File: config.mk
export PLATFORM = sky130hd
export DESIGN_NAME = machine_timer
export DESIGN_NICKNAME = d
export VERILOG_FILES = /design/src/logic/soc_bus_pkg.sv /design/src/logic/machine_timer.sv
export SDC_FILE = /design/constraint.sdc
export NUM_CORES = 1
export LEC_CHECK = 0
export BUFFER_PORTS_ARGS = -buffer_cell sky130_fd_sc_hd__buf_2
export CORE_MARGIN = 4
export CORE_UTILIZATION = 40
export DETAILED_ROUTE_END_ITERATION = 6
export PLACE_DENSITY_LB_ADDON = 0.2
export SYNTH_ARGS = -nofsm -noshare
export SYNTH_HDL_FRONTEND = slang
export SYNTH_SLANG_ARGS = --single-unit
File: constraint.sdc
create_clock -name clk_i -period 5.4 [get_ports clk_i]
set_clock_uncertainty 0.1 [all_clocks]
set_input_delay 0.27 -clock clk_i [delete_from_list [all_inputs] [get_ports clk_i]]
set_output_delay 0.27 -clock clk_i [all_outputs]
set_load 0.01 [all_outputs]
File: src/logic/soc_bus_pkg.sv
// ~~~~~~~~~~~~~~~~~~~~~~~~~~~~~~
// bus subsystem definitions
// ~~~~~~~~~~~~~~~~~~~~~~~~~~~~~~
package soc_bus_pkg;

    localparam int MemAddrBus = 32;  // address width
    localparam int MemBus     = 32;  // data width

    localparam logic HoldEnable  = 1'b1;
    localparam logic HoldDisable = 1'b0;

    localparam logic [MemBus-1:0] INST_NOP = 32'h0000_0013;  // addi x0, x0, 0

    // top nibble of the address picks the slave
    localparam logic [3:0] RegionRam   = 4'h0;
    localparam logic [3:0] RegionGpio  = 4'h1;
    localparam logic [3:0] RegionTimer = 4'h2;
    localparam logic [3:0] RegionWait  = 4'h3;

    localparam int WordIdxW = MemAddrBus - 6;  // offset bits above bit 1

    localparam int RamDepthLog2  = 8;
    localparam int WaitDepthLog2 = 4;
    localparam int WaitCycles    = 3;
    localparam int GpioWidth     = 8;

    localparam logic [WordIdxW-1:0] GpioOffOut = WordIdxW'(0);
    localparam logic [WordIdxW-1:0] GpioOffDir = WordIdxW'(1);
    localparam logic [WordIdxW-1:0] GpioOffPin = WordIdxW'(2);

    localparam logic [WordIdxW-1:0] TimerOffCtrl  = WordIdxW'(0);
    localparam logic [WordIdxW-1:0] TimerOffValue = WordIdxW'(1);
    localparam logic [WordIdxW-1:0] TimerOffCmp   = WordIdxW'(2);

    typedef union packed {
        logic [MemAddrBus-1:0] raw;
        struct packed {
            logic [3:0]            region;
            logic [MemAddrBus-5:0] offset;
        } fields;
    } bus_addr_u;

endpackage

File: src/logic/machine_timer.sv
// ~~~~~~~~~~~~~~~~~~~~~~~~~~~~~~
// machine timer
// ~~~~~~~~~~~~~~~~~~~~~~~~~~~~~~
module machine_timer (
    input  logic                               clk_i,
    input  logic                               arst_n_i,
    input  logic [soc_bus_pkg::MemAddrBus-1:0] addr_i,
    input  logic [    soc_bus_pkg::MemBus-1:0] data_i,
    input  logic                               we_i,
    output logic [    soc_bus_pkg::MemBus-1:0] data_o,
    output logic                               irq_o
);
    import soc_bus_pkg::*;

    bus_addr_u           addr;
    logic [WordIdxW-1:0] word_idx;
    logic                wr_ctrl;
    logic                wr_value;
    logic                wr_cmp;
    logic                en_q;     // ctrl bit 0
    logic [MemBus-1:0]   value_q;
    logic [MemBus-1:0]   cmp_q;

    assign addr     = addr_i;
    assign word_idx = addr.fields.offset[2 +: WordIdxW];

    assign wr_ctrl  = we_i && (word_idx == TimerOffCtrl);
    assign wr_value = we_i && (word_idx == TimerOffValue);
    assign wr_cmp   = we_i && (word_idx == TimerOffCmp);

    assign irq_o = en_q && (value_q >= cmp_q);

    always_comb begin
        unique case (word_idx)
            TimerOffCtrl:  data_o = {{(MemBus-1){1'b0}}, en_q};
            TimerOffValue: data_o = value_q;
            TimerOffCmp:   data_o = cmp_q;
            default:       data_o = '0;
        endcase
    end

    always_ff @(posedge clk_i or negedge arst_n_i) begin
        if (!arst_n_i) begin
            en_q    <= 1'b0;
            value_q <= '0;
            cmp_q   <= '0;
        end else begin
            if (wr_ctrl) begin
                en_q <= data_i[0];
            end
            if (wr_cmp) begin
                cmp_q <= data_i;
            end
            if (wr_ctrl) begin
                value_q <= '0;  // restart count
            end else if (wr_value) begin
                value_q <= data_i;
            end else if (en_q) begin
                value_q <= value_q + 1'b1;
            end
        end
    end

endmodule

; Word-level counts from Yosys, hierarchy flattened
; Index checks and enable logic that the tools add are counted.
[classes]
mux = 4
addsub = 1
eq_ne = 2
order_cmp = 1
n_reduce_logical = 6
[ops]
columns = operator, count
row1 = two-way mux 32 bit, 3
row2 = one-hot mux 32 bit (3 select lines), 1
row3 = "adder 32 x 1 -> 32 bit, second input constant", 1
row4 = >= comparator 32 bit, 1
row5 = "== test 26 x 1 -> 1 bit, second input constant", 1
row6 = "== test 26 x 2 -> 1 bit, second input constant", 1
row7 = zero test 26 bit, 1
row8 = logical AND 1 bit, 4
row9 = nonzero test 3 bit, 1
[totals]
regBits = 65
out_inout_bits = 33
inputBits = 67
elab_cells = 17

; Depth between registers and ports, before layout
; Gate-level depths: netlist of run 1.
[depth]
depth_word = 4
ltp_mapped = 7

; Worst setup path after synthesis of run 1
; OpenSTA, ideal clock, no wires.
[synth_path]
path_type = input to output
startpoint = in addr_i[25] in the netlist's numbering
endpoint = out data_o[10] in the netlist's numbering
t_arrival_ps = 1722
required_ps = 5030
path_slack_ps = 3308
cell_stages = 5
path_cell_list = nor4_1 nand4_2 nor4b_2 buf_2 a22o_1
[synth_via]
elab_chain_len = 2
elab_cells_between_ends = 4
classes_between = eq/ne (2) / mux (1) / reduce/logical (1)
[synth_rtl]
columns = element, line_no
row1 = "start, declared", machine_timer.sv:7  ; input logic [soc_bus_pkg::MemAddrBus-1:0] addr_i,
row2 = == test 26 x 2 -> 1 bit (tied with other cells), machine_timer.sv:34  ; unique case (word_idx)
row3 = one-hot mux 32 bit (3 select lines) (*), machine_timer.sv:34
row4 = "end, declared", machine_timer.sv:10  ; output logic [ soc_bus_pkg::MemBus-1:0] data_o,
; Every way passes the cells marked *; elsewhere a longest branch is shown, timed or not.

; Worst setup path in the final report of run 1
[layout_path]
startpoint = reg value_q[0]
endpoint = out irq_o
[layout_via]
elab_chain_len = 2
[layout_rtl]
columns = element, line_no
row1 = "start, declared", machine_timer.sv:21  ; logic [MemBus-1:0] value_q;
row2 = "start signal, assigned", machine_timer.sv:57  ; value_q <= data_i;
row3 = "start signal, assigned", machine_timer.sv:59  ; value_q <= value_q + 1'b1;
row4 = >= comparator 32 bit, machine_timer.sv:31  ; assign irq_o = en_q && (value_q >= cmp_q);
row5 = logical AND 1 bit, machine_timer.sv:31
row6 = "end, declared", machine_timer.sv:11  ; output logic irq_o
; Every way passes these cells.

==> key figures, run 1 <==
CTS
  – Root buffer cell: clkbuf_8
  – Clock Latency Late Sink: 0.34 ns
  – Post-CTS Resized: 0
  – Total CTS buffers: 9
  – CTS tree: built
  – Clock Sinks: 65
  – CTS Hold Buffers Added: 0
  – CTS Buffer Depth: 2
  – Postcts setup bufs: 0
  – H-tree depth: 3
  – Worst-path clk slew: 0.07 ns

Die
  – IO Count: 100
  – Starting Density: 0.4126
  – Die area: 0.01242 sq mm
  – Row count: 37
  – Die Ht: 111.4 um
  – Core Region: 0.01037 sq mm
  – Die W: 111.4 um

Timing
  – Minimum clock period: 2.979 ns
  – Final hold violations: 0
  – Total negative slack: 0 ns
  – Worst-margin pin slew: 0.8844 ns
  – RSZ-0062 raised after global routing: no
  – Fin. max-slew vios: 0
  – Final worst setup slack: 2.421 ns
  – Slew headroom: 0.4104
  – # setup viols final: 0
  – WHS: 0.02309 ns
  – Final Cycle Share: 0.5516
  – Max Clk Rate: 335.7 MHz

Routing
  – Routed via count: 3714
  – Post-DR wirelength/cell: 16.81 um
  – DR DRC count: 0
  – TritonRoute pass-1 iters: 6
  – Initial DRC Count: 154
  – Routed Antenna Nets: 0
  – Vias/cell: 5.560
  – Final WL: 11230 um

Setup path
  – CP Capture Type: output pin
  – Setup CP Type: reg -> out
  – Maximum fanout along the worst path: 6
  – Worst Setup Start Kind: flop
  – R2r setup slk: 2.92 ns
  – Worst R2R Start: en_q
  – WP data arrival: 2.61 ns
  – Reg-to-Reg End: value_q[29]
  – Worst reg2reg path depth: 5
  – Critical path data required time: 5.03 ns

Synth
  – Ys flop type: dfrtp_1
  – FFs w/ async S/R, synth: 1.000
  – #FFs+latches synth: 65
  – Synth Net Count: 541
  – Largest family of logic cells by synthesized area: simple AND/OR/NAND/NOR gates
  – Post-synthesis mux area share: 0.09620
  – Seq/Total Area, Yosys: 0.3801
  – EDFF count, synth: 0
  – Synth Area in Adders: 0.09649
  – Simple-gate portion of the synthesized area: 0.1652
  – Syn. warnings: 0
  – Mean post-synth cell area: 9.703 sq um
  – Synth cell types: 45
  – Post-synthesis xor/xnor area fraction: 0.06140
  – Area fraction in compound gates after synthesis: 0.1412
  – Synth Instances: 441
  – Post-Syn Area: 0.004279 sq mm

Power
  – Leakage power: 2.353 nW
  – Pwr/cell area: 201.4 mW/mm^2
  – Peak supply drop: 0.1262 mV
  – Tot Pwr: 1.026 mW

Min path
  – Hold Crit Class: in -> async

Status
  – Status: completed

Placed design
  – Placed Area: 0.004867 sq mm
  – Final GP Congestion: 0.8548
  – Pre-CTS setup slack: 2.061 ns
  – Placed insts: 653
  – Dpl hpwl: 7578 um
  – IO buf count: 93

GRT
  – GRT Residual Overflow: 0
  – Antenna violations before repair: 0
  – Largest net degree at the start of global routing: 66
  – GRT Overall Usage: 0.1832
  – First-pass GRT wire length: 18840 um
  – Vias in the first global route: 3785

Finish
  – Multi-input logic area: 0.002414 sq mm
  – Nets: 628
  – Layout fillers: 1024
  – Area added between synthesis and finish: 19.01%
  – Fin util: 0.4911
  – Cell area after layout: 0.005092 sq mm
  – Register Area: 0.001627 sq mm
  – Share of layout cells above drive strength 1: 0.2237
  – Non-filler cells, final: 668
  – Most common cell after layout, fill and taps aside: buf_2
  – Most frequent cells in the layout: 93 x buf_2, 65 x dfrtp_1, 41 x inv_1
  – Number of antenna diodes: 0

Flow run
  – Max-cap violations: 0
-- registers in the layout (all words and copies together), names as in the netlist --
register / count
cmp_q: 32
value_q: 32
en_q: 1
-- power by group --
group          switching, mW  total [mW]  internal (mW)
logic                 0.0275      0.0455         0.0179
registers         0.00000531       0.487          0.487
clock network          0.188       0.494          0.305
-- critical path: stages (launching register included) --
cell and delay [ns]:
dfrtp_1 0.47, inv_1 0.07, ha_1 0.28, nand2b_1 0.13, a2111oi_0 0.44, o21ai_0 0.21
a211oi_1 0.32, o21ai_0 0.18, buf_2 0.17
-- synth_stat cells, types with 2 or more instances --
| master | number | area, sq um |
|---|---|---|
| and4_1 | 6 | 52.55 |
| a21o_1 | 3 | 22.52 |
| nand2_1 | 24 | 90.09 |
| and2_1 | 2 | 12.51 |
| nor3_1 | 10 | 50.05 |
| clkbuf_1 | 8 | 30.03 |
| xor2_1 | 8 | 70.07 |
| ha_1 | 33 | 412.9 |
| o21ai_1 | 2 | 10.01 |
| dfrtp_1 | 65 | 1627 |
| a211oi_1 | 2 | 15.01 |
| mux2_1 | 30 | 337.8 |
| nand4_1 | 11 | 68.82 |
| xnor2_1 | 22 | 192.7 |
| nand3_1 | 38 | 190.2 |
| nor4_2 | 2 | 25.02 |
| nor4_1 | 14 | 87.58 |
| mux2i_1 | 4 | 40.04 |
| buf_2 | 11 | 55.05 |
| o21ai_0 | 30 | 150.1 |
| inv_1 | 41 | 153.9 |
| mux2_2 | 3 | 33.78 |
| o21a_1 | 2 | 15.01 |
| buf_1 | 2 | 7.510 |
| nor2b_1 | 2 | 12.51 |
| a22o_1 | 31 | 271.5 |
| a21oi_1 | 10 | 50.05 |
| nor2_1 | 8 | 30.03 |
-- cell families after synthesis --
logic type               Yosys count
AO/OA/AOI/OAI                     88
buffers and inverters             63
XOR/XNOR                          30
multiplexers                      37
adder cells (fa/ha/maj)           33
flip-flops                        65
AND/OR/NAND/NOR                  125
-- worst max path at each step --
stage                    start          to  slack, ns  depth (start not counted)
floorplan           addr_i[25]  data_o[10]       3.31                          5
global route        addr_i[25]   cmp_q[22]       2.18                          8
global placement    addr_i[25]   cmp_q[20]       2.12                          8
detailed placement  addr_i[19]   cmp_q[20]       2.06                          8
finish              value_q[0]       irq_o       2.42                          8
CTS                 value_q[0]       irq_o       2.40                          8
-- per-layer routing --
metal,global-route usage,wire length (um),up-vias
met1,0.2554,5378,1814
met4,0.04217,133,0
li1,-,-,1786
met3,0.03696,620,13
met2,0.2951,5097,101
met5,0,0,-
-- area by class of cell --
cell class / instances / share of cell area
flip-flops and latches: 65 / 0.3194
repair buffers: 98 / 0.09877
inverters: 41 / 0.03022
clock inverters: 3 / 0.01769
well taps: 136 / 0.03342
clock buffers: 12 / 0.02654
multi-input cells: 313 / 0.4740
Note: power is estimated with default switching activity, not from simulation.
==> inputs of run 2 (changes only) <==
- clock period: 5.4 -> 2.5 ns (I/O delays scaled with it)
==> key figures, run 2 (synthesis gave the netlist of run 1 again) <==
Status
  – Status: completed

Timing
  – Max Clk Rate: 416.5 MHz
  – Fin. max-slew vios: 0
  – Worst-margin pin slew: 0.5006 ns
  – WHS: 0.02699 ns
  – Minimum clock period: 2.401 ns
  – # setup viols final: 0
  – Slew headroom: 0.6663
  – Final hold violations: 0
  – Final Cycle Share: 0.9604

CTS
  – Total CTS buffers: 9
  – Clock Sinks: 65
  – Worst-path clk slew: 0.07 ns
  – CTS tree: built
  – Root buffer cell: clkbuf_8
  – Postcts setup bufs: 0
  – CTS Buffer Depth: 2
  – H-tree depth: 3
  – Clock Latency Late Sink: 0.35 ns

Setup path
  – CP Capture Type: output pin
  – Setup CP Type: reg -> out
  – Critical path data required time: 2.28 ns
  – Maximum fanout along the worst path: 5
  – Worst R2R Start: value_q[2]
  – Critical Path Start: value_q[17]
  – Worst Setup Start Kind: flop
  – WP data arrival: 2.18 ns

Finish
  – Area added between synthesis and finish: 29.21%
  – Number of antenna diodes: 0
  – Share of layout cells above drive strength 1: 0.2396
  – Most frequent cells in the layout: 93 x buf_2, 63 x dfrtp_1, 41 x inv_1
  – Layout fillers: 957
  – Biggest regs: cmp_q x32, value_q x32, en_q x1
  – Fin util: 0.5332
  – Most common cell after layout, fill and taps aside: buf_2
  – Nets: 672

Die
  – Row count: 37
  – IO Count: 100
  – Die area: 0.01242 sq mm
  – Die Ht: 111.4 um
  – Starting Density: 0.4126
  – Core Region: 0.01037 sq mm
  – Die W: 111.4 um

GRT
  – Antenna violations before repair: 0
  – GRT Residual Overflow: 0
  – First-pass GRT wire length: 19220 um
  – Vias in the first global route: 3885
  – Largest net degree at the start of global routing: 58
  – GRT Overall Usage: 0.1878

Routing
  – Vias/cell: 5.389
  – Initial DRC Count: 137
  – Routed Antenna Nets: 0
  – Routed via count: 3837
  – Final WL: 11510 um
  – Post-DR wirelength/cell: 16.17 um
  – DR DRC count: 0
  – TritonRoute pass-1 iters: 4

Power
  – Pwr/cell area: 369.9 mW/mm^2
  – Tot Pwr: 2.045 mW
  – Peak supply drop: 0.2639 mV
  – Leakage power: 2.534 nW

Min path
  – Hold Crit Class: in -> reg
  – Hold path start: we_i

Placed design
  – IO buf count: 93
  – Final GP Congestion: 0.8859
  – Dpl hpwl: 8056 um

Flow run
  – Max-cap violations: 0
==> run 2: cell types whose count changed in the layout (fill, tap and decap cells not counted), sizes merged <==
cell         change
clkbuf           +1
buf             +11
dlygate4sd3     +33
clkinvlp         +1
clkinv           +1
bufinv           -3
==> run 2: power breakdown <==
group	internal (mW)	switching (mW)	total (mW)
Combinational	0.0743	0.0671	0.141
Clock	0.435	0.418	0.853
Sequential	1.05	0.0000113	1.05
Total	1.56	0.485	2.05
==> run 2: timing repair <==
action,4_1_cts,5_1_grt
endpoints found under the setup margin,1,1
gates resized for setup,4,6
endpoints found under the hold margin,130,0
pin swaps,1,4
hold buffers,33,0
==> run 2: path summary, 6_finish.rpt <==
kind / to / slack [ns] / cells past startpoint
worst max-delay path: irq_o / 0.1 / 7
min in group asynchronous: cmp_q[26] / 0.23 / 3
worst max register to register: value_q[17] / 0.34 / 6
worst min register to register: cmp_q[22] / 0.42 / 1
worst min-delay path: value_q[24] / 0.03 / 3
max in group asynchronous: value_q[17] / 1.64 / 3
==> run 2: worst max-delay path, cell delays in order, from the launching register on <==
cell	delay [ns]
dfrtp_2	0.45
ha_1	0.33
a21oi_1	0.16
o21ai_0	0.13
a221oi_1	0.31
a2bb2oi_1	0.20
o21ai_1	0.10
buf_2	0.15
==> run 2: cell type report <==
class                   instances  area [sq um]  area share
clock buffers                  13         168.9     0.03055
clock inverters                 2         12.51    0.002263
inverters                      41         153.9     0.02783
multi-input cells             313          2454      0.4438
flip-flops and latches         65          1629      0.2946
well taps                     136         170.2     0.03078
repair buffers                142         940.9      0.1702
==> run 2: routing by layer <==
layer,routed length (um),global-route usage,part of all wire,vias to the layer above
li1,-,-,-,1872
met1,5400,0.2591,0.47,1838
met2,5299,0.3020,0.46,114
met3,657,0.03370,0.057,13
met4,153,0.05677,0.013,0
met5,0,0,0,-
==> run 2: through the flow <==
stage	area (sq um)	std cells	TNS, ns	setup slack (ns)
after CTS	5498	712	0	0.007824
final	5529	712	0	0.09910
after global placement	4975	664	0	0.2151
after floorplan	4279	441	0	0.4905
after detailed placement	4975	664	0	0.1921
after global routing	5529	712	-0.007169	-0.007169
