==> src/logic/soc_bus_pkg.sv <==
// ~~~~~~~~~~~~~~~~~~~~~~~~~~~~~~
// bus subsystem definitions
// ~~~~~~~~~~~~~~~~~~~~~~~~~~~~~~
package soc_bus_pkg;

    localparam int MemAddrBus = 32;  // address width
    localparam int MemBus     = 32;  // data width

    localparam logic HoldEnable  = 1'b1;
    localparam logic HoldDisable = 1'b0;

    localparam logic [MemBus-1:0] INST_NOP = 32'h0000_0013;  // addi x0, x0, 0

    // top nibble of the address picks the slave
    localparam logic [3:0] RegionRam   = 4'h0;
    localparam logic [3:0] RegionGpio  = 4'h1;
    localparam logic [3:0] RegionTimer = 4'h2;
    localparam logic [3:0] RegionWait  = 4'h3;

    localparam int WordIdxW = MemAddrBus - 6;  // offset bits above bit 1

    localparam int RamDepthLog2  = 8;
    localparam int WaitDepthLog2 = 4;
    localparam int WaitCycles    = 3;
    localparam int GpioWidth     = 8;

    localparam logic [WordIdxW-1:0] GpioOffOut = WordIdxW'(0);
    localparam logic [WordIdxW-1:0] GpioOffDir = WordIdxW'(1);
    localparam logic [WordIdxW-1:0] GpioOffPin = WordIdxW'(2);

    localparam logic [WordIdxW-1:0] TimerOffCtrl  = WordIdxW'(0);
    localparam logic [WordIdxW-1:0] TimerOffValue = WordIdxW'(1);
    localparam logic [WordIdxW-1:0] TimerOffCmp   = WordIdxW'(2);

    typedef union packed {
        logic [MemAddrBus-1:0] raw;
        struct packed {
            logic [3:0]            region;
            logic [MemAddrBus-5:0] offset;
        } fields;
    } bus_addr_u;

endpackage

==> src/logic/gpio_regs.sv <==
// ~~~~~~~~~~~~~~~~~~~~~~~~~~~~~~
// GPIO registers
// ~~~~~~~~~~~~~~~~~~~~~~~~~~~~~~
module gpio_regs (
    input  logic                               clk_i,
    input  logic                               arst_n_i,
    input  logic [soc_bus_pkg::MemAddrBus-1:0] addr_i,
    input  logic [    soc_bus_pkg::MemBus-1:0] data_i,
    input  logic                               we_i,
    output logic [    soc_bus_pkg::MemBus-1:0] data_o,
    input  logic [ soc_bus_pkg::GpioWidth-1:0] gpio_i,
    output logic [ soc_bus_pkg::GpioWidth-1:0] gpio_o
);
    import soc_bus_pkg::*;

    bus_addr_u            addr;
    logic [WordIdxW-1:0]  word_idx;
    logic [GpioWidth-1:0] out_q;
    logic [GpioWidth-1:0] dir_q;  // 1 drives the pin
    logic [GpioWidth-1:0] pin_val;

    assign addr     = addr_i;
    assign word_idx = addr.fields.offset[2 +: WordIdxW];

    assign gpio_o  = out_q & dir_q;
    assign pin_val = (out_q & dir_q) | (gpio_i & ~dir_q);

    always_comb begin
        data_o = '0;
        unique case (word_idx)
            GpioOffOut: data_o = {{(MemBus-GpioWidth){1'b0}}, out_q};
            GpioOffDir: data_o = {{(MemBus-GpioWidth){1'b0}}, dir_q};
            GpioOffPin: data_o = {{(MemBus-GpioWidth){1'b0}}, pin_val};
            default:    data_o = '0;
        endcase
    end

    always_ff @(posedge clk_i or negedge arst_n_i) begin
        if (!arst_n_i) begin
            out_q <= '0;
            dir_q <= '0;
        end else if (we_i) begin
            if (word_idx == GpioOffOut) begin
                out_q <= data_i[GpioWidth-1:0];
            end
            if (word_idx == GpioOffDir) begin
                dir_q <= data_i[GpioWidth-1:0];
            end
        end
    end

endmodule

==> config.mk <==
export PLATFORM = sky130hd
export DESIGN_NAME = gpio_regs
export DESIGN_NICKNAME = d
export VERILOG_FILES = /design/src/logic/soc_bus_pkg.sv /design/src/logic/gpio_regs.sv
export SDC_FILE = /design/constraint.sdc
export NUM_CORES = 1
export LEC_CHECK = 0
export ABC_AREA = 1
export ABC_CLOCK_PERIOD_IN_PS = 2000
export BUFFER_PORTS_ARGS = -buffer_cell sky130_fd_sc_hd__buf_2
export CAP_MARGIN = 25
export CORE_UTILIZATION = 30
export DETAILED_ROUTE_END_ITERATION = 6
export GPL_ROUTABILITY_DRIVEN = 0
export PLACE_DENSITY = 0.71
export SLEW_MARGIN = 0
export SYNTH_ARGS = -nofsm -noshare
export SYNTH_HDL_FRONTEND = slang
export SYNTH_SLANG_ARGS = --single-unit
==> constraint.sdc <==
create_clock -name clk_i -period 2 [get_ports clk_i]
set_input_delay 0.5 -clock clk_i [delete_from_list [all_inputs] [get_ports clk_i]]
set_output_delay 0.5 -clock clk_i [all_outputs]
set_load 0.005 [all_outputs]
# Word-level counts from Yosys, hierarchy flattened
# Cells that the tools add are included.
# totals
inputBits,75
regBits,16
# classes
eq_ne,2
muxes,1
n_reduce_logical,3
bitwise_logic,4
# ops
operator,count
"26-bit by 1-bit equality test with 1-bit output, second input constant",1
"26-bit by 2-bit equality test with 1-bit output, second input constant",1
26-bit logical NOT,1
8-bit one-hot mux with 3 select lines,1
8-bit AND,2
8-bit inverter,1
8-bit bitwise OR,1
2-bit AND reduction,2

# Longest topological paths before layout
# Gate-level depths: netlist of the first run.
# depth
depth_word,4
mapped_depth,9
depth_no_buf,8

# Worst setup path before layout of the first run
# No wires, ideal clock.
# synth_path
kind,input port to output port
startpoint,input port addr_i[17] (netlist bit)
endpoint,output port data_o[0] (netlist bit)
t_arrival_ps,1326
path_slack_ps,174
t_required_ps,1500
n_path_buf,2
cell_stages,9
cell_sequence,nor2_1 > nand2_1 > nor2_2 > buf_6 > nand2_2 > nor2_4 > buf_6 > nand2_1 > nand3_1
# synth_between
elab_chain_len,2
elab_cells_between_ends,4
cone_classes,eq/ne (2); mux (1); reduce/logical (1)
# synth_rtl
element,line,rtl
from (decl),gpio_regs.sv:7,"input logic [soc_bus_pkg::MemAddrBus-1:0] addr_i,"
26-bit by 2-bit equality test with 1-bit output (tied with other cells),gpio_regs.sv:30,unique case (word_idx)
8-bit one-hot mux with 3 select lines *,gpio_regs.sv:30,
to (decl),gpio_regs.sv:10,"output logic [ soc_bus_pkg::MemBus-1:0] data_o,"
# Every way passes the cells marked *; elsewhere a longest branch is shown, timed or not.

# Worst setup path after layout of the first run
# layout_path
startpoint,input port addr_i[21] (netlist bit)
endpoint,output port data_o[5] (netlist bit)
# The elaborated chain is that of the path after synthesis.

==> out/metrics.cfg, run 1 <==
[outcome]
status=finished clean

[layout]
regArea_um2=400
area_growth_pct=39.4
drive_above_1_share=0.399
fin_area_um2=1890
multi_input_area_um2=826
stdcell_count=323
post-route-util=0.435
nets=347
fillers=445
diodes=0

[yosys]
ys_seq_elements=16
yosys.area_share.simple=0.446
syn_area_per_cell_um2=6.75
synth_edf_count=0
synth.top_cell.area_share=0.295
ys.flop_type=dfrtp_1
yosysSeqAreaShare=0.295
synth_xor_area_frac=0
synth_top_family_by_area=simple AND/OR/NAND/NOR gates
synth_top_area_cell=dfrtp_1
synth_fa_ha_area_frac=0
synth_compound_area_frac=0.0295
yosys_warnings=0
syn_inst=201
synthMuxAreaShare=0
synth_cell_type_count=16
synthTopCellsByArea=dfrtp_1, nand2_1, buf_4
synth_most_common_cell=nand2_1
synth_area_um2=1360
ys_top_cells_by_count=nand2_1, nand3_1, buf_4
synthArstFlopShare=1.00

[power_and_ir_drop]
clkPwrFrac=0.397
vdd_drop_max_v=0.000188
powerDensity_nw_per_um2=384
seqPwrFrac=0.445
comb_power_share=0.158
p_switching_mw=0.175
p_leak_nw=1.12
swShare=0.240
p_int_mw=0.552

[clock_tree]
numClockSinks=16
clockRootBuffer=clkbuf_8
cts_tree=built
path_clk_slew_ns=0.06
cts.path.max_buffers=2
insertion_delay_ns=0.25
h-tree-depth=1
cts_inserted_buffers=3

[place]
placedInstanceArea_um2=1660
hpwlAfterDp_um=2560
port_buffers=60
dp_cells=315
pre_cts_ws_ns=-0.0804

[global_routing]
grt_max_degree=19
grt_remaining_overflow=0
grt_pass1_vias=1267
track_usage=0.143
antenna_found_initial=0
grt_first_pass_wirelength_um=5540

[die]
rows=24
die-width_um=69.3
start_util=0.312
die_area_um2=4800
num_io_pins=115
coreArea_um2=4350
die_y_um=69.3

[drt]
route.detailed.drc=0
route.met2.wl_um=1770
wirelength_um=3580
ant_nets=0
via_per_inst=4.64
dr.first_iter.drc_count=61
vias=1500
firstDrtPassIters=4
routed.top_layer=met4
wl_met1_um=1480
wl_per_cell_um=11.1
wl_met3_um=267

[worst_setup_path]
cp_num_buf_inv=2
crit_slowest_cell=nor2_4
cp_cell_sequence=buf_2 -> nor2_4 -> nand2_1 -> nor2_2 -> nand2_2 -> nor2_4 -> nand2_1 -> nand3_2 -> buf_2
crit_fanout=5
path_class=in2out
critPathTopFamily=simple AND/OR/NAND/NOR gates
critPathArrivalTime_ns=1.50
required_ns=1.50
setup.worst_path.start_class=input port
critPathMaxStageDelay_ns=0.20
endpoint_kind=primary output

[timing]
fin_skew_ns=0
setup_viol=0
slew_violations=0
fmax_mhz=501
rsz0062_at_grt=true
timing.final.ws_setup_ns=0.00426
min_period_ns=2.00
hold_viol_final=0
timing.final.crit_share=0.998

[worst_hold_path]
hold_path_class=in2async

[flow_run]
max_cap_violations=0

-- layout make-up --
type | instances | share of cell area
well taps | 52 | 0.0344
repair buffers | 74 | 0.249
multi-input cells | 157 | 0.436
clock buffers | 4 | 0.0291
inverters | 20 | 0.0397
flip-flops and latches | 16 | 0.211
-- state kept, by name (all words and copies together) (netlist names) --
signal  cells
dir_q       8
out_q       8
-- placed cells by master (no fill, tap or decap), drive strengths merged --
cell and count:
nor2 23, buf 74, o21ai 8, nand3 25
conb 24, dfrtp 16, nand4 18, nand2 59
inv 20, clkbuf 4
-- per-layer routing --
layer  vias up  track usage
met5         -            0
met4         0       0.0635
met3         7       0.0203
met2        79        0.241
met1       672        0.183
li1        742            -
-- worst paths after layout --
check                            from        end  slack [ns]  depth (start not counted)
min in group clk_i          data_i[7]   dir_q[7]        0.49                          3
max                        addr_i[21]  data_o[5]       0.004                          9
min reg2reg                  out_q[5]   out_q[5]        0.50                          2
min                          arst_n_i   dir_q[5]        0.15                          1
max reg2reg                  dir_q[7]   dir_q[7]        1.35                          2
max in group asynchronous    arst_n_i   out_q[7]        1.59                          1
-- per-stage QoR --
stage               total power [mW]  hold WS [ns]  setup TNS (ns)
global route                   0.760         0.175          -0.239
finish                         0.727         0.150               0
CTS                            0.709         0.156               0
global placement               0.417         0.423          -0.432
detailed placement             0.419         0.427          -0.491
floorplan                      0.399         0.204               0
-- logic make-up (layout without fill, tap and decap cells) --
kind of cell           after synthesis  after routing
buffers and inverters               51             98
other                                1             24
flip-flops                          16             16
AND/OR/NAND/NOR                    125            125
AO/OA/AOI/OAI                        8              8
-- power by group through the flow --
stage / registers (mW) / logic, mW / clock network, mW
after global routing: 0.323 / 0.129 / 0.307
after floorplan: 0.330 / 0.0694 / 0
after CTS: 0.324 / 0.0918 / 0.293
after detailed placement: 0.330 / 0.0893 / 0
final: 0.324 / 0.115 / 0.288
after global placement: 0.330 / 0.0878 / 0
-- repair_timing --
item,CTS,global route
setup buffers,2,2
pin swaps,4,23
resized for setup,6,29
hold buffers,0,0
endpoints found under the setup margin,8,8
cloned,0,0
No activity file was read; power rests on OpenSTA's default activity.
==> run 2: changes to the inputs <==
--- a/config.mk
+++ b/config.mk
@@ -5,14 +5,13 @@
 export SDC_FILE = /design/constraint.sdc
 export NUM_CORES = 1
 export LEC_CHECK = 0
-export ABC_AREA = 1
 export ABC_CLOCK_PERIOD_IN_PS = 2000
 export BUFFER_PORTS_ARGS = -buffer_cell sky130_fd_sc_hd__buf_2
 export CAP_MARGIN = 25
 export CORE_UTILIZATION = 30
 export DETAILED_ROUTE_END_ITERATION = 6
 export GPL_ROUTABILITY_DRIVEN = 0
-export PLACE_DENSITY = 0.71
+export PLACE_DENSITY = 0.73
 export SLEW_MARGIN = 0
 export SYNTH_ARGS = -nofsm -noshare
 export SYNTH_HDL_FRONTEND = slang
==> run 2 against run 1 <==
Against the previous run:
- the flow now finishes with violations (setup timing)
- clock skew stayed put
- routed wire length is 29% lower
- worst hold slack better by 0.013 ns
- non-clock buffer count is 7 lower
- via count is 31% lower
- flip-flop and latch count stayed put
- critical path depth is 3 lower
- sequential share of layout area is 3.4 points higher
- synthesized area is 7.6% lower
- first-iteration DRC count is 72% lower
- cell area is 14% lower
- critical endpoint is now data_o[1]
- highest routed layer unchanged
==> out/metrics.cfg, run 2 <==
[outcome]
status=finished, violations left  ; was finished clean
violations=setup timing

[die]
rows=23  ; was 24
start_util=0.313  ; was 0.312
num_io_pins=115  ; unchanged
die_area_um2=4440  ; was 4800 µm²
coreArea_um2=4000  ; was 4350 µm²
die_y_um=66.6  ; was 69.3 µm
die-width_um=66.6  ; was 69.3 µm

[place]
placedInstanceArea_um2=1540  ; was 1660 µm²
port_buffers=60  ; unchanged
hpwlAfterDp_um=1960  ; was 2560 µm

[global_routing]
antenna_found_initial=0  ; unchanged
track_usage=0.120  ; was 0.143
grt_pass1_vias=859  ; was 1267
grt_first_pass_wirelength_um=4060  ; was 5540 µm
grt_remaining_overflow=0  ; unchanged
grt_max_degree=17  ; was 19

[yosys]
synth.top_cell.area_share=0.319  ; was 0.295
yosysSeqAreaShare=0.319  ; was 0.295
ys.flop_type=dfrtp_1  ; unchanged
synth_top_area_cell=dfrtp_1  ; unchanged
synth_edf_count=0  ; unchanged
synthTopCellsByArea=dfrtp_1, buf_4, mux2_2  ; was dfrtp_1, nand2_1, buf_4
ys_seq_elements=16  ; unchanged
syn_inst=130  ; was 201
ys_top_cells_by_count=buf_4, dfrtp_1, mux2_2  ; was nand2_1, nand3_1, buf_4
synth_most_common_cell=buf_4  ; was nand2_1
synth_cell_type_count=26  ; was 16
synthArstFlopShare=1.00  ; unchanged
yosys_warnings=0  ; unchanged
syn_area_per_cell_um2=9.64  ; was 6.75 µm²
synth_area_um2=1250  ; was 1360 µm²

[layout]
nets=271  ; was 347
layout_commonest_cell=buf_2
fin_area_um2=1630  ; was 1890 µm²
layout_common_cells=buf_2, conb_1, dfrtp_1, mux2_2  ; was nand2_1, buf_2, conb_1, nand3_1, inv_1
reg_top3=dir_q: 8 flops, out_q: 8 flops  ; unchanged
diodes=0  ; unchanged
area_growth_pct=29.8  ; was 39.4%
drive_above_1_share=0.472  ; was 0.399

[drt]
via_per_inst=4.22  ; was 4.64
ant_nets=0  ; unchanged
dr.first_iter.drc_count=17  ; was 61
wl_per_cell_um=10.3  ; was 11.1 µm
vias=1035  ; was 1500
firstDrtPassIters=4  ; unchanged
wirelength_um=2520  ; was 3580 µm
route.detailed.drc=0  ; unchanged

[clock_tree]
cts.path.max_buffers=2  ; unchanged
clockRootBuffer=clkbuf_8  ; unchanged
numClockSinks=16  ; unchanged
path_clk_slew_ns=0.06  ; about the same
cts_inserted_buffers=3  ; unchanged
insertion_delay_ns=0.24  ; was 0.25 ns
h-tree-depth=1  ; unchanged
cts_tree=built  ; unchanged

[timing]
fin_skew_ns=0  ; unchanged
slew_violations=0  ; unchanged
hold_viol_final=0  ; unchanged
setup_viol=8  ; was 0
fmax_mhz=455  ; was 501 MHz
rsz0062_at_grt=true  ; unchanged
timing.final.ws_setup_ns=-0.199  ; was 0.00426 ns
min_period_ns=2.20  ; was 2.00 ns
timing.final.crit_share=1.10  ; was 0.998
hold_ws_ns=0.163  ; was 0.150 ns

[worst_setup_path]
endpoint_kind=primary output  ; unchanged
required_ns=1.50  ; about the same
crit_fanout=8  ; was 5
path_class=in2out  ; unchanged
setup.worst_path.start_class=input port  ; unchanged
critPathArrivalTime_ns=1.70  ; was 1.50 ns

[worst_hold_path]
hold_path_class=in2async  ; unchanged

[power_and_ir_drop]
p_int_mw=0.545  ; was 0.552 mW
clkPwrFrac=0.399  ; was 0.397
vdd_drop_max_v=0.000300  ; was 0.000188 V
swShare=0.222  ; was 0.240
p_leak_nw=0.964  ; was 1.12 nW
powerDensity_nw_per_um2=431  ; was 384 nW/µm²
seqPwrFrac=0.462  ; was 0.445
comb_power_share=0.140  ; was 0.158
p_switching_mw=0.155  ; was 0.175 mW

[flow_run]
max_cap_violations=0  ; unchanged

run 2: cell count changes in the layout (fill, tap and decap cells not counted), moves of 7 or more:
cell	before	now
nor2_4	12	1
nand2_2	7	0
o21a_1	0	7
mux2_2	0	11
inv_1	20	7
nand3b_1	0	7
a21oi_1	0	7
nand4_1	16	0
mux2i_1	0	8
nand2_1	52	8
o21ai_0	8	1
nand3_1	22	0
run 2: critical path, cell delays in order:
cell,delay (ns)
buf_6,0.09
or4_4,0.53
nor2_4,0.12
and2_4,0.21
o21a_1,0.14
buf_2,0.11
run 2: timing repair:
item	CTS	global route
buffers inserted	1	1
cloned	0	0
endpoints found under the setup margin	8	8
gates resized for setup	1	2
pin swaps	2	4
hold buffers	0	0
run 2: layout make-up:
cell class,count,area [µm²]
Clock buffer,4,55.1
Fill cell,396,2370
Inverter,7,26.3
Multi-Input combinational cell,101,714
Sequential cell,16,400
Tap cell,50,62.6
Timing Repair Buffer,67,369
run 2: final timing paths:
path                             from         to  slack [ns]  cells past startpoint
max in group asynchronous    arst_n_i   dir_q[3]        1.57                      1
setup reg to reg             out_q[4]   out_q[4]        1.21                      1
setup / recovery           addr_i[14]  data_o[1]       -0.20                      6
min in group clk_i          data_i[4]   out_q[4]        0.48                      2
hold / removal               arst_n_i   out_q[2]        0.16                      1
hold reg to reg              out_q[4]   out_q[4]        0.52                      1
run 2: cells by family after synthesis:
group	synth area share
AO/OA/AOI/OAI	0.0738
buffers and inverters	0.181
flip-flops	0.319
multiplexers	0.220
other	0.00299
AND/OR/NAND/NOR	0.204
run 2: power groups by stage:
| stage | combinational [mW] | clock, mW | sequential, mW |
|---|---|---|---|
| after global placement | 0.0950 | 0 | 0.330 |
| final | 0.0978 | 0.279 | 0.324 |
| after detailed placement | 0.0960 | 0 | 0.330 |
| after CTS | 0.0976 | 0.289 | 0.324 |
| after floorplan | 0.0716 | 0 | 0.330 |
| after global routing | 0.113 | 0.303 | 0.323 |
run 2: metal layers:
metal / share of wire / up-vias / GRT usage
li1: - / 527 / -
met1: 0.44 / 465 / 0.156
met2: 0.48 / 39 / 0.198
met3: 0.066 / 4 / 0.0223
met4: 0.010 / 0 / 0.0399
met5: 0 / - / 0
run 2: stage by stage:
step | std cells | power (mW) | worst slack (ns) | utilization | TNS [ns]
final | 245 | 0.701 | -0.199 | 0.407 | -1.47
after global routing | 245 | 0.739 | -0.268 | 0.407 | -2.01
after CTS | 244 | 0.710 | -0.224 | 0.403 | -1.67
after detailed placement | 239 | 0.426 | -0.222 | 0.385 | -2.58
after global placement | 239 | 0.425 | -0.228 | 0.385 | -2.49
after floorplan | 153 | 0.401 | -0.117 | - | -0.908
