$ cat src/logic/soc_bus_pkg.sv
// ~~~~~~~~~~~~~~~~~~~~~~~~~~~~~~
// bus subsystem definitions
// ~~~~~~~~~~~~~~~~~~~~~~~~~~~~~~
package soc_bus_pkg;

    localparam int MemAddrBus = 32;  // address width
    localparam int MemBus     = 32;  // data width

    localparam logic HoldEnable  = 1'b1;
    localparam logic HoldDisable = 1'b0;

    localparam logic [MemBus-1:0] INST_NOP = 32'h0000_0013;  // addi x0, x0, 0

    // top nibble of the address picks the slave
    localparam logic [3:0] RegionRam   = 4'h0;
    localparam logic [3:0] RegionGpio  = 4'h1;
    localparam logic [3:0] RegionTimer = 4'h2;
    localparam logic [3:0] RegionWait  = 4'h3;

    localparam int WordIdxW = MemAddrBus - 6;  // offset bits above bit 1

    localparam int RamDepthLog2  = 8;
    localparam int WaitDepthLog2 = 4;
    localparam int WaitCycles    = 3;
    localparam int GpioWidth     = 8;

    localparam logic [WordIdxW-1:0] GpioOffOut = WordIdxW'(0);
    localparam logic [WordIdxW-1:0] GpioOffDir = WordIdxW'(1);
    localparam logic [WordIdxW-1:0] GpioOffPin = WordIdxW'(2);

    localparam logic [WordIdxW-1:0] TimerOffCtrl  = WordIdxW'(0);
    localparam logic [WordIdxW-1:0] TimerOffValue = WordIdxW'(1);
    localparam logic [WordIdxW-1:0] TimerOffCmp   = WordIdxW'(2);

    typedef union packed {
        logic [MemAddrBus-1:0] raw;
        struct packed {
            logic [3:0]            region;
            logic [MemAddrBus-5:0] offset;
        } fields;
    } bus_addr_u;

endpackage

$ cat src/logic/rib.sv
// ~~~~~~~~~~~~~~~~~~~~~~~~~~~~~~
// bus arbiter and decoder
// ~~~~~~~~~~~~~~~~~~~~~~~~~~~~~~
module rib (
    input  logic [soc_bus_pkg::MemAddrBus-1:0] m0_addr_i,
    input  logic [    soc_bus_pkg::MemBus-1:0] m0_data_i,
    output logic [    soc_bus_pkg::MemBus-1:0] m0_data_o,
    input  logic                               m0_req_i,
    input  logic                               m0_we_i,
    output logic                               m0_ready_o,

    input  logic [soc_bus_pkg::MemAddrBus-1:0] m1_addr_i,
    input  logic [    soc_bus_pkg::MemBus-1:0] m1_data_i,
    output logic [    soc_bus_pkg::MemBus-1:0] m1_data_o,
    input  logic                               m1_req_i,
    input  logic                               m1_we_i,
    output logic                               m1_ready_o,

    input  logic [soc_bus_pkg::MemAddrBus-1:0] m2_addr_i,
    input  logic [    soc_bus_pkg::MemBus-1:0] m2_data_i,
    output logic [    soc_bus_pkg::MemBus-1:0] m2_data_o,
    input  logic                               m2_req_i,
    input  logic                               m2_we_i,

    input  logic [soc_bus_pkg::MemAddrBus-1:0] m3_addr_i,
    input  logic [    soc_bus_pkg::MemBus-1:0] m3_data_i,
    output logic [    soc_bus_pkg::MemBus-1:0] m3_data_o,
    input  logic                               m3_req_i,
    input  logic                               m3_we_i,

    output logic [soc_bus_pkg::MemAddrBus-1:0] s0_addr_o,
    output logic [    soc_bus_pkg::MemBus-1:0] s0_data_o,
    input  logic [    soc_bus_pkg::MemBus-1:0] s0_data_i,
    output logic                               s0_we_o,

    output logic [soc_bus_pkg::MemAddrBus-1:0] s1_addr_o,
    output logic [    soc_bus_pkg::MemBus-1:0] s1_data_o,
    input  logic [    soc_bus_pkg::MemBus-1:0] s1_data_i,
    output logic                               s1_we_o,

    output logic [soc_bus_pkg::MemAddrBus-1:0] s2_addr_o,
    output logic [    soc_bus_pkg::MemBus-1:0] s2_data_o,
    input  logic [    soc_bus_pkg::MemBus-1:0] s2_data_i,
    output logic                               s2_we_o,

    output logic [soc_bus_pkg::MemAddrBus-1:0] s3_addr_o,
    output logic [    soc_bus_pkg::MemBus-1:0] s3_data_o,
    input  logic [    soc_bus_pkg::MemBus-1:0] s3_data_i,
    output logic                               s3_we_o,
    output logic                               s3_req_o,
    input  logic                               s3_ready_i,

    output logic                               hold_flag_o
);
    import soc_bus_pkg::*;

    bus_addr_u         own_addr;   // address of the granted master
    logic [MemBus-1:0] own_wdata;
    logic              own_we;
    logic [MemBus-1:0] slv_rdata;  // read data of the selected slave
    logic              slv_ready;
    logic              req_any;

    assign req_any     = m0_req_i | m1_req_i | m2_req_i | m3_req_i;
    assign hold_flag_o = (m3_req_i | m0_req_i | m2_req_i) ? HoldEnable : HoldDisable;

    // fixed priority m3 > m0 > m2 > m1, m1 owns the bus when idle
    always_comb begin
        m0_data_o  = '0;
        m1_data_o  = INST_NOP;  // fetch stalls on a nop
        m2_data_o  = '0;
        m3_data_o  = '0;
        m0_ready_o = 1'b0;
        m1_ready_o = 1'b0;
        if (m3_req_i) begin
            own_addr  = m3_addr_i;
            own_wdata = m3_data_i;
            own_we    = m3_we_i;
            m3_data_o = slv_rdata;
        end else if (m0_req_i) begin
            own_addr   = m0_addr_i;
            own_wdata  = m0_data_i;
            own_we     = m0_we_i;
            m0_data_o  = slv_rdata;
            m0_ready_o = slv_ready;
        end else if (m2_req_i) begin
            own_addr  = m2_addr_i;
            own_wdata = m2_data_i;
            own_we    = m2_we_i;
            m2_data_o = slv_rdata;
        end else begin
            own_addr   = m1_addr_i;
            own_wdata  = m1_data_i;
            own_we     = m1_we_i;
            m1_data_o  = slv_rdata;
            m1_ready_o = slv_ready;
        end
    end

    // route the granted access by region
    always_comb begin
        s0_addr_o = '0;
        s1_addr_o = '0;
        s2_addr_o = '0;
        s3_addr_o = '0;
        s0_data_o = '0;
        s1_data_o = '0;
        s2_data_o = '0;
        s3_data_o = '0;
        s0_we_o   = 1'b0;
        s1_we_o   = 1'b0;
        s2_we_o   = 1'b0;
        s3_we_o   = 1'b0;
        s3_req_o  = 1'b0;
        slv_rdata = '0;   // unmapped reads as zero
        slv_ready = 1'b1; // and never stalls
        unique case (own_addr.fields.region)
            RegionRam: begin
                s0_addr_o = own_addr.raw;
                s0_data_o = own_wdata;
                s0_we_o   = own_we;
                slv_rdata = s0_data_i;
            end
            RegionGpio: begin
                s1_addr_o = own_addr.raw;
                s1_data_o = own_wdata;
                s1_we_o   = own_we;
                slv_rdata = s1_data_i;
            end
            RegionTimer: begin
                s2_addr_o = own_addr.raw;
                s2_data_o = own_wdata;
                s2_we_o   = own_we;
                slv_rdata = s2_data_i;
            end
            RegionWait: begin
                s3_addr_o = own_addr.raw;
                s3_data_o = own_wdata;
                s3_we_o   = own_we;
                s3_req_o  = req_any;
                slv_rdata = s3_data_i;
                slv_ready = s3_ready_i;  // only stalling slave
            end
            default: begin
            end
        endcase
    end

endmodule

$ cat config.mk
export PLATFORM = sky130hd
export DESIGN_NAME = rib
export DESIGN_NICKNAME = d
export VERILOG_FILES = /design/src/logic/soc_bus_pkg.sv /design/src/logic/rib.sv
export SDC_FILE = /design/constraint.sdc
export NUM_CORES = 1
export LEC_CHECK = 0
export BUFFER_PORTS_ARGS = -buffer_cell sky130_fd_sc_hd__buf_2
export CAP_MARGIN = 5
export CELL_PAD_IN_SITES_DETAIL_PLACEMENT = 1
export CELL_PAD_IN_SITES_GLOBAL_PLACEMENT = 2
export CORE_AREA = 2 2 307 309
export DETAILED_ROUTE_END_ITERATION = 10
export DIE_AREA = 0 0 309 311
export MAX_ROUTING_LAYER = met4
export PLACE_DENSITY = 0.52
export SYNTH_ARGS = -nofsm -noshare
export SYNTH_HDL_FRONTEND = slang
export SYNTH_SLANG_ARGS = --single-unit
$ cat constraint.sdc
create_clock -name vclk -period 7.9
set_input_delay 1.185 -clock vclk [all_inputs]
set_output_delay 1.185 -clock vclk [all_outputs]
set_load 0.01 [all_outputs]
Yosys cells after proc, flatten, opt, wreduce, memory -nomap -nowiden:

Cells that the tools add are included.

* equal/unequal tests: 3
* mux-type cells: 39
* bitwise gates (word level): 5
* reduce and logical (&&, ||, !) cells: 1

Operators by type and width (number)
* $mux 32: 23
* $pmux 32 s4: 1
* $mux 1: 15
* $eq 4x2->1 const B: 2
* $or 1x1->1: 5
* $eq 4x1->1 const B: 1
* $logic_not 4->1: 1

* register bits after elaboration: 0

Depth between registers and ports, before layout:

Gate-level depths: netlist of run 1.

* word-level depth: 8
* gate-level depth with buffers: 10
* mapped depth without buffers: 6

Worst setup path before layout of run 1:

Ideal clock, no wire load.

* kind: input to output
* start: input port m3_req_i
* end: output port m0_data_o[31] (netlist name)
* arrival time: 3033 ps
* data required time: 6715 ps
* path slack: 3682 ps
* cell stages on the path: 8
* path buffers: 4
* path through: buf_2 > or3b_2 > clkbuf_1 > o211ai_1 > buf_2 > buf_2 > mux2i_1 > o22ai_1

* longest elaborated chain between the ends: 5
* elaborated cells between the ends (all ways): 8

Ends and longest elaborated chain
* from (decl): RTL line rib.sv:28 `input logic m3_req_i,`
* $mux 32: RTL line rib.sv:75 `if (m3_req_i) begin`
* $eq 4x2->1 (tied with other cells): RTL line rib.sv:117 `unique case (own_addr.fields.region)`
* $pmux 32 s4: RTL line rib.sv:117
* $mux 32: RTL line rib.sv:80 `end else if (m0_req_i) begin`
* $mux 32 *: RTL line rib.sv:75
* to (decl): RTL line rib.sv:7 `output logic [ soc_bus_pkg::MemBus-1:0] m0_data_o,`

Mark *: on every way between the ends. The rest lies on a longest branch, timed or not.

Worst setup path in the final report of run 1:

* start: input port m2_req_i
* end: output port m0_data_o[0] (netlist name)

* longest elaborated chain between the ends: 7
* elaborated cells between the ends (all ways): 10

Ends and longest elaborated chain
* from (decl): RTL line rib.sv:22 `input logic m2_req_i,`
* $mux 32 *: RTL line rib.sv:86 `end else if (m2_req_i) begin`
* $mux 32 *: RTL line rib.sv:80
* $mux 32 *: RTL line rib.sv:75
* $eq 4x2->1 (tied with other cells): RTL line rib.sv:117
* $pmux 32 s4 *: RTL line rib.sv:117
* $mux 32 *: RTL line rib.sv:80
* $mux 32 *: RTL line rib.sv:75

Marked as above.

==> key figures, run 1 <==
Floorplan
  – Die area: 96100 um^2
  – DIE HEIGHT: 311 um
  – Io pins: 785
  – Die X-Extent: 309 um
  – Row count: 112
  – Starting Density: 5.20%
  – Core Area: 92800 um^2

Logic synthesis
  – Synth area leaders: o22ai_1 (24%), mux2i_1 (13%), nor3_1 (13%), nor2_1 (12%), clkbuf_1 (5.8%)
  – Sequential share of the synthesized area: 0%
  – Synth top area share: 23.8%
  – Synth unique cells: 40
  – Mapped Area: 4830 um^2
  – Ys Warns: 0
  – Avg Inst Size Synth: 5.79 um^2
  – Synth area leader: o22ai_1
  – Mapped Cells: 834

Layout
  – Fill cells: 11700
  – Final #Nets: 1913
  – Final instance area: 10100 um^2
  – Share of layout cells above drive strength 1: 53.8%
  – Clkbuf count: 0
  – Area Growth Syn to Fin: 108%
  – Area of the multi-input gates: 4330 um^2
  – Register Area: 0 um^2
  – Commonest non-fill, non-tap cell in the layout: buf_2
  – Sequential cell count: 0
  – Most frequent cells in the layout: buf_2 (772), o22ai_1 (184), nor2_1 (159)

STA
  – TNS Setup: 0 ns
  – Final Max Slew Viols: 0
  – Worst slew pin tran: 1.11 ns
  – Slew HR: 25.8%
  – Fmax: 0.181 GHz
  – Final Hold Fails: 0
  – Setup violations, final: 0
  – Setup repair after global routing missed its margin: false
  – Fin crit period: 5.51 ns
  – Final period utilization: 69.8%

Global routing
  – First-pass GRT wire length: 82.7 mm
  – Total GRT Usage: 12.3%
  – Total gr overflow: 0
  – Initial antenna violation count: 20
  – Vias in the first global route: 10500
  – Largest net degree at the start of global routing: 105

Critical path
  – Setup crit start: m2_req_i
  – Crit path top cell by count: buf_2
  – WP data arrival: 4.33 ns
  – Slowest-stage cell, CP: mux2i_1
  – CP max FO: 104
  – Critical path class: input pin to output pin
  – Delay of the slowest critical-path stage: 0.78 ns
  – Cells along the critical path: buf_2 > mux2_2 > o211ai_1 > buf_12 > mux2i_1 > o22ai_1 > buf_2
  – Setup crit end kind: output pin
  – CP Launch Type: input pin
  – Req. time, crit path: 6.71 ns

Outcome
  – Outcome: complete, no violations

Placement
  – Port-buffer cells: 773
  – Dpl cell area: 10000 um^2
  – Detail Placement HPWL: 52.0 mm
  – Gp weighted congestion: 0.884

Min path
  – Hold path cells: 4
  – WHS Endpoint: m3_data_o[18]
  – Hold crit path type: input pin to output pin
  – HP Start: s0_data_i[18]

Route
  – Via count: 10200
  – Number of antenna-violating nets in the routed design: 0
  – DRT Pass-1 Iters: 4
  – Post-route DRC: 0
  – Via density: 3.65
  – Total wire length: 62.8 mm
  – Drt wl/cell: 22.5 um
  – DR iter-0 viols: 655

Job
  – Max cap viols: 0

Clocking
  – Setup Buffers After CTS: 0
  – Cts repair resizes: 0
  – Hold_buf cts: 0
-- critical path, delay by kind of cell --
kind                   cells  cell delay [ns]
muxes                      2             1.19
buffers and inverters      3             0.99
AOI/OAI and AO/OA          2             0.86
-- cell families (layout without fill, tap and decap cells) --
group                  Yosys count  in the layout  synth area share, %
other                            1             25               0.0777
buffers and inverters          132            805                 12.0
multiplexers                    63             63                 13.1
AO/OA/AOI/OAI                  308            308                 45.0
AND/OR/NAND/NOR                330            330                 29.9
-- cell usage after synthesis (4+ instances only) --
cell / number
buf_2: 27
clkbuf_1: 75
nand2_1: 31
o221ai_1: 30
inv_1: 7
mux2i_1: 62
o211ai_1: 37
o22ai_1: 184
buf_1: 9
buf_4: 13
a21o_1: 32
nand3_1: 4
nor3_1: 124
nor2_1: 159
-- how the worst max path moves through the flow --
stage,endpoint,slack [ns],cells after the start
floorplan,m0_data_o[31],3.68,8
global placement,m0_data_o[0],2.50,7
detailed placement,m0_data_o[0],2.51,7
CTS,m0_data_o[0],2.50,7
global route,m0_data_o[0],2.40,7
finish,m0_data_o[0],2.39,7
-- layout make-up --
class	count	share of cell area, %
diodes	13	0.323
inverters	8	0.323
multi-input cells	713	43.0
repair buffers	797	40.8
well taps	1254	15.6
-- per-stage QoR --
stage          setup slack (ns)  util (%)  std cells  hold WS [ns]
2_1_floorplan              3.68         -        845          2.52
3_3_place_gp               2.50      10.8       2772          2.81
3_5_place_dp               2.51      10.8       2772          2.83
4_1_cts                    2.50      10.8       2772          2.83
5_1_grt                    2.40      10.8       2783          2.87
6_report                   2.39      10.8       2785          2.83
-- per-layer routing --
layer / GRT usage (%) / wire length, um / up-vias
met1: 14.5 / 26400 / 4913
met2: 21.7 / 30900 / 590
met3: 2.38 / 4340 / 58
met5: - / 0 / -
li1: - / - / 4601
met4: 2.26 / 1160 / 0
==> inputs of run 2 (changes only) <==
- CORE_AREA: 2 2 307 309 -> 2 2 302 304
- DIE_AREA: 0 0 309 311 -> 0 0 304 306
- PLACE_DENSITY: 0.52 -> 0.53
- clock period: 7.9 -> 5.78 ns (I/O delays scaled with it)
==> run 2 against run 1 <==
Worst setup slack got worse by 1.2 ns. Cell area decreased by 0.61%. Global-route usage decreased by 0.16 points. Cell count decreased by 2.6%. Non-clock buffer count increased by 6. Die area decreased by 3.2%. Sequential share of layout area unchanged. Routed wire length decreased by 4.8%. First-iteration DRC count increased by 12%. Hold slack got worse by 0.69 ns. Via count decreased by 0.49%. Critical path type unchanged. Critical endpoint is now s3_addr_o[7]. Highest routed layer unchanged.
==> key figures, run 2 (synthesis gave the netlist of run 1 again) <==
Outcome
  – Outcome: complete, no violations

Floorplan
  – Row count: 110 (-1.8%)
  – DIE HEIGHT: 306 um (-1.6%)
  – Starting Density: 5.39% (+0.18 points)
  – Core Area: 89600 um^2 (-3.4%)
  – Io pins: 785 (unchanged)
  – Die X-Extent: 304 um (-1.6%)
  – Die area: 93000 um^2 (-3.2%)

Global routing
  – Initial antenna violation count: 15 (-25%)
  – GR Util met3: 2.11% (-0.28 points)
  – GRT Max-Usage Layer: met2
  – Total GRT Usage: 12.2% (-0.16 points)
  – Total gr overflow: 0 (unchanged)
  – First-pass GRT wire length: 80.6 mm (-2.5%)
  – Largest net degree at the start of global routing: 97 (-7.6%)
  – Met1 usage: 14.1% (-0.44 points)
  – Vias in the first global route: 10500 (+0.76%)
  – GR Layer Usage met2: 21.6% (-0.029 points)

Layout
  – Register Area: 0 um^2 (unchanged)
  – Final instance area: 10000 um^2 (-0.61%)
  – Final #Nets: 1919 (+0.31%)
  – Clkbuf count: 0 (unchanged)
  – Fill cells: 11200 (-3.7%)
  – Area Growth Syn to Fin: 107%
  – Most frequent cells in the layout: buf_2 (772), o22ai_1 (184), nor2_1 (159)
  – Cell Count, Final, Fillers Out: 2712 (-2.6%)
  – Commonest non-fill, non-tap cell in the layout: buf_2
  – Final core utilization: 11.2% (+0.32 points)
  – Sequential cell count: 0 (unchanged)
  – Share of layout cells above drive strength 1: 53.9% (+0.12 points)

Job
  – Max cap viols: 0 (unchanged)

Critical path
  – CP Launch Type: input pin
  – CP max FO: 51 (-51%)
  – WP data arrival: 3.68 ns (-0.65 ns)
  – Req. time, crit path: 4.91 ns (-1.80 ns)
  – Setup crit end kind: output pin
  – Critical path class: input pin to output pin

Clocking
  – Cts repair resizes: 0 (unchanged)
  – Hold_buf cts: 0 (unchanged)
  – Setup Buffers After CTS: 0 (unchanged)

STA
  – Slew HR: 28.4% (+2.6 points)
  – Final period utilization: 78.6%
  – Worst slew pin tran: 1.07 ns (-0.0453 ns)
  – TNS Setup: 0 ns (unchanged)
  – Final Hold Fails: 0 (unchanged)
  – Setup violations, final: 0 (unchanged)
  – Setup repair after global routing missed its margin: false
  – Final Max Slew Viols: 0 (unchanged)
  – Fmax: 0.220 GHz
  – Fin crit period: 4.55 ns

Route
  – Number of antenna-violating nets in the routed design: 0 (unchanged)
  – Total wire length: 59.8 mm (-4.8%)
  – Drt wl/cell: 22.0 um (-2.3%)
  – DRT Pass-1 Iters: 7 (+3)
  – Via density: 3.73 (+2.2%)
  – Post-route DRC: 0 (unchanged)
  – Via count: 10100 (-0.49%)
  – DR iter-0 viols: 734 (+12%)

Placement
  – Placed cells: 2700 (-2.6%)
  – Gp weighted congestion: 0.883 (about the same)
  – Detail Placement HPWL: 50.0 mm (-3.8%)
  – Dpl cell area: 9970 um^2 (-0.59%)
  – Port-buffer cells: 773 (unchanged)

Power and ir drop
  – Power per standard cell area: 78.7 nW/um^2
  – Final Power: 0.787 mW
  – VDD IR max: 0.0426 mV
  – Lkg Pwr: 5.36 nW

Min path
  – Hold crit path type: input pin to output pin
-- run 2: power by group --
group          switching [mW]  internal [mW]  leakage, nW
clock                       0   0.0000000585    0.0000814
sequential                  0              0            0
combinational           0.504          0.284         5.36
total                   0.504          0.284         5.36
-- run 2: through the flow --
stage	setup slack (ns)	hold slack (ns)
final	1.23	2.14
after global routing	0.998	2.20
after CTS	1.11	2.17
after detailed placement	1.13	2.17
after global placement	1.22	2.15
after floorplan	2.20	1.88
-- run 2: critical path, stage by stage --
cell	delay [ns]
buf_2	0.25
or3b_2	0.71
o32ai_4	0.59
o21ai_4	0.26
buf_4	0.46
nor3_1	0.31
buf_2	0.18
-- run 2: worst paths after layout --
| path | to | cells past startpoint | slack, ns | from |
|---|---|---|---|---|
| setup / recovery | s3_addr_o[7] | 7 | 1.23 | m2_req_i |
| hold / removal | m0_ready_o | 4 | 2.14 | s3_ready_i |
-- run 2: layout make-up --
type / count / area (um^2) / share of cell area [%]
Antenna cell: 12 / 30.0 / 0.300
Timing Repair Buffer: 803 / 4150 / 41.5
Multi-Input combinational cell: 713 / 4320 / 43.2
Tap cell: 1176 / 1470 / 14.7
Inverter: 8 / 32.5 / 0.325
-- run 2: routing by layer --
layer  up-vias  part of all wire (%)  wire length (um)
met5         -                     0                 0
met4         0                   2.9              1760
met3        55                   6.7              3980
met2       567                    50             30000
met1      4895                    40             24000
li1       4595                     -                 -
Power figures use the tool's default switching activity.
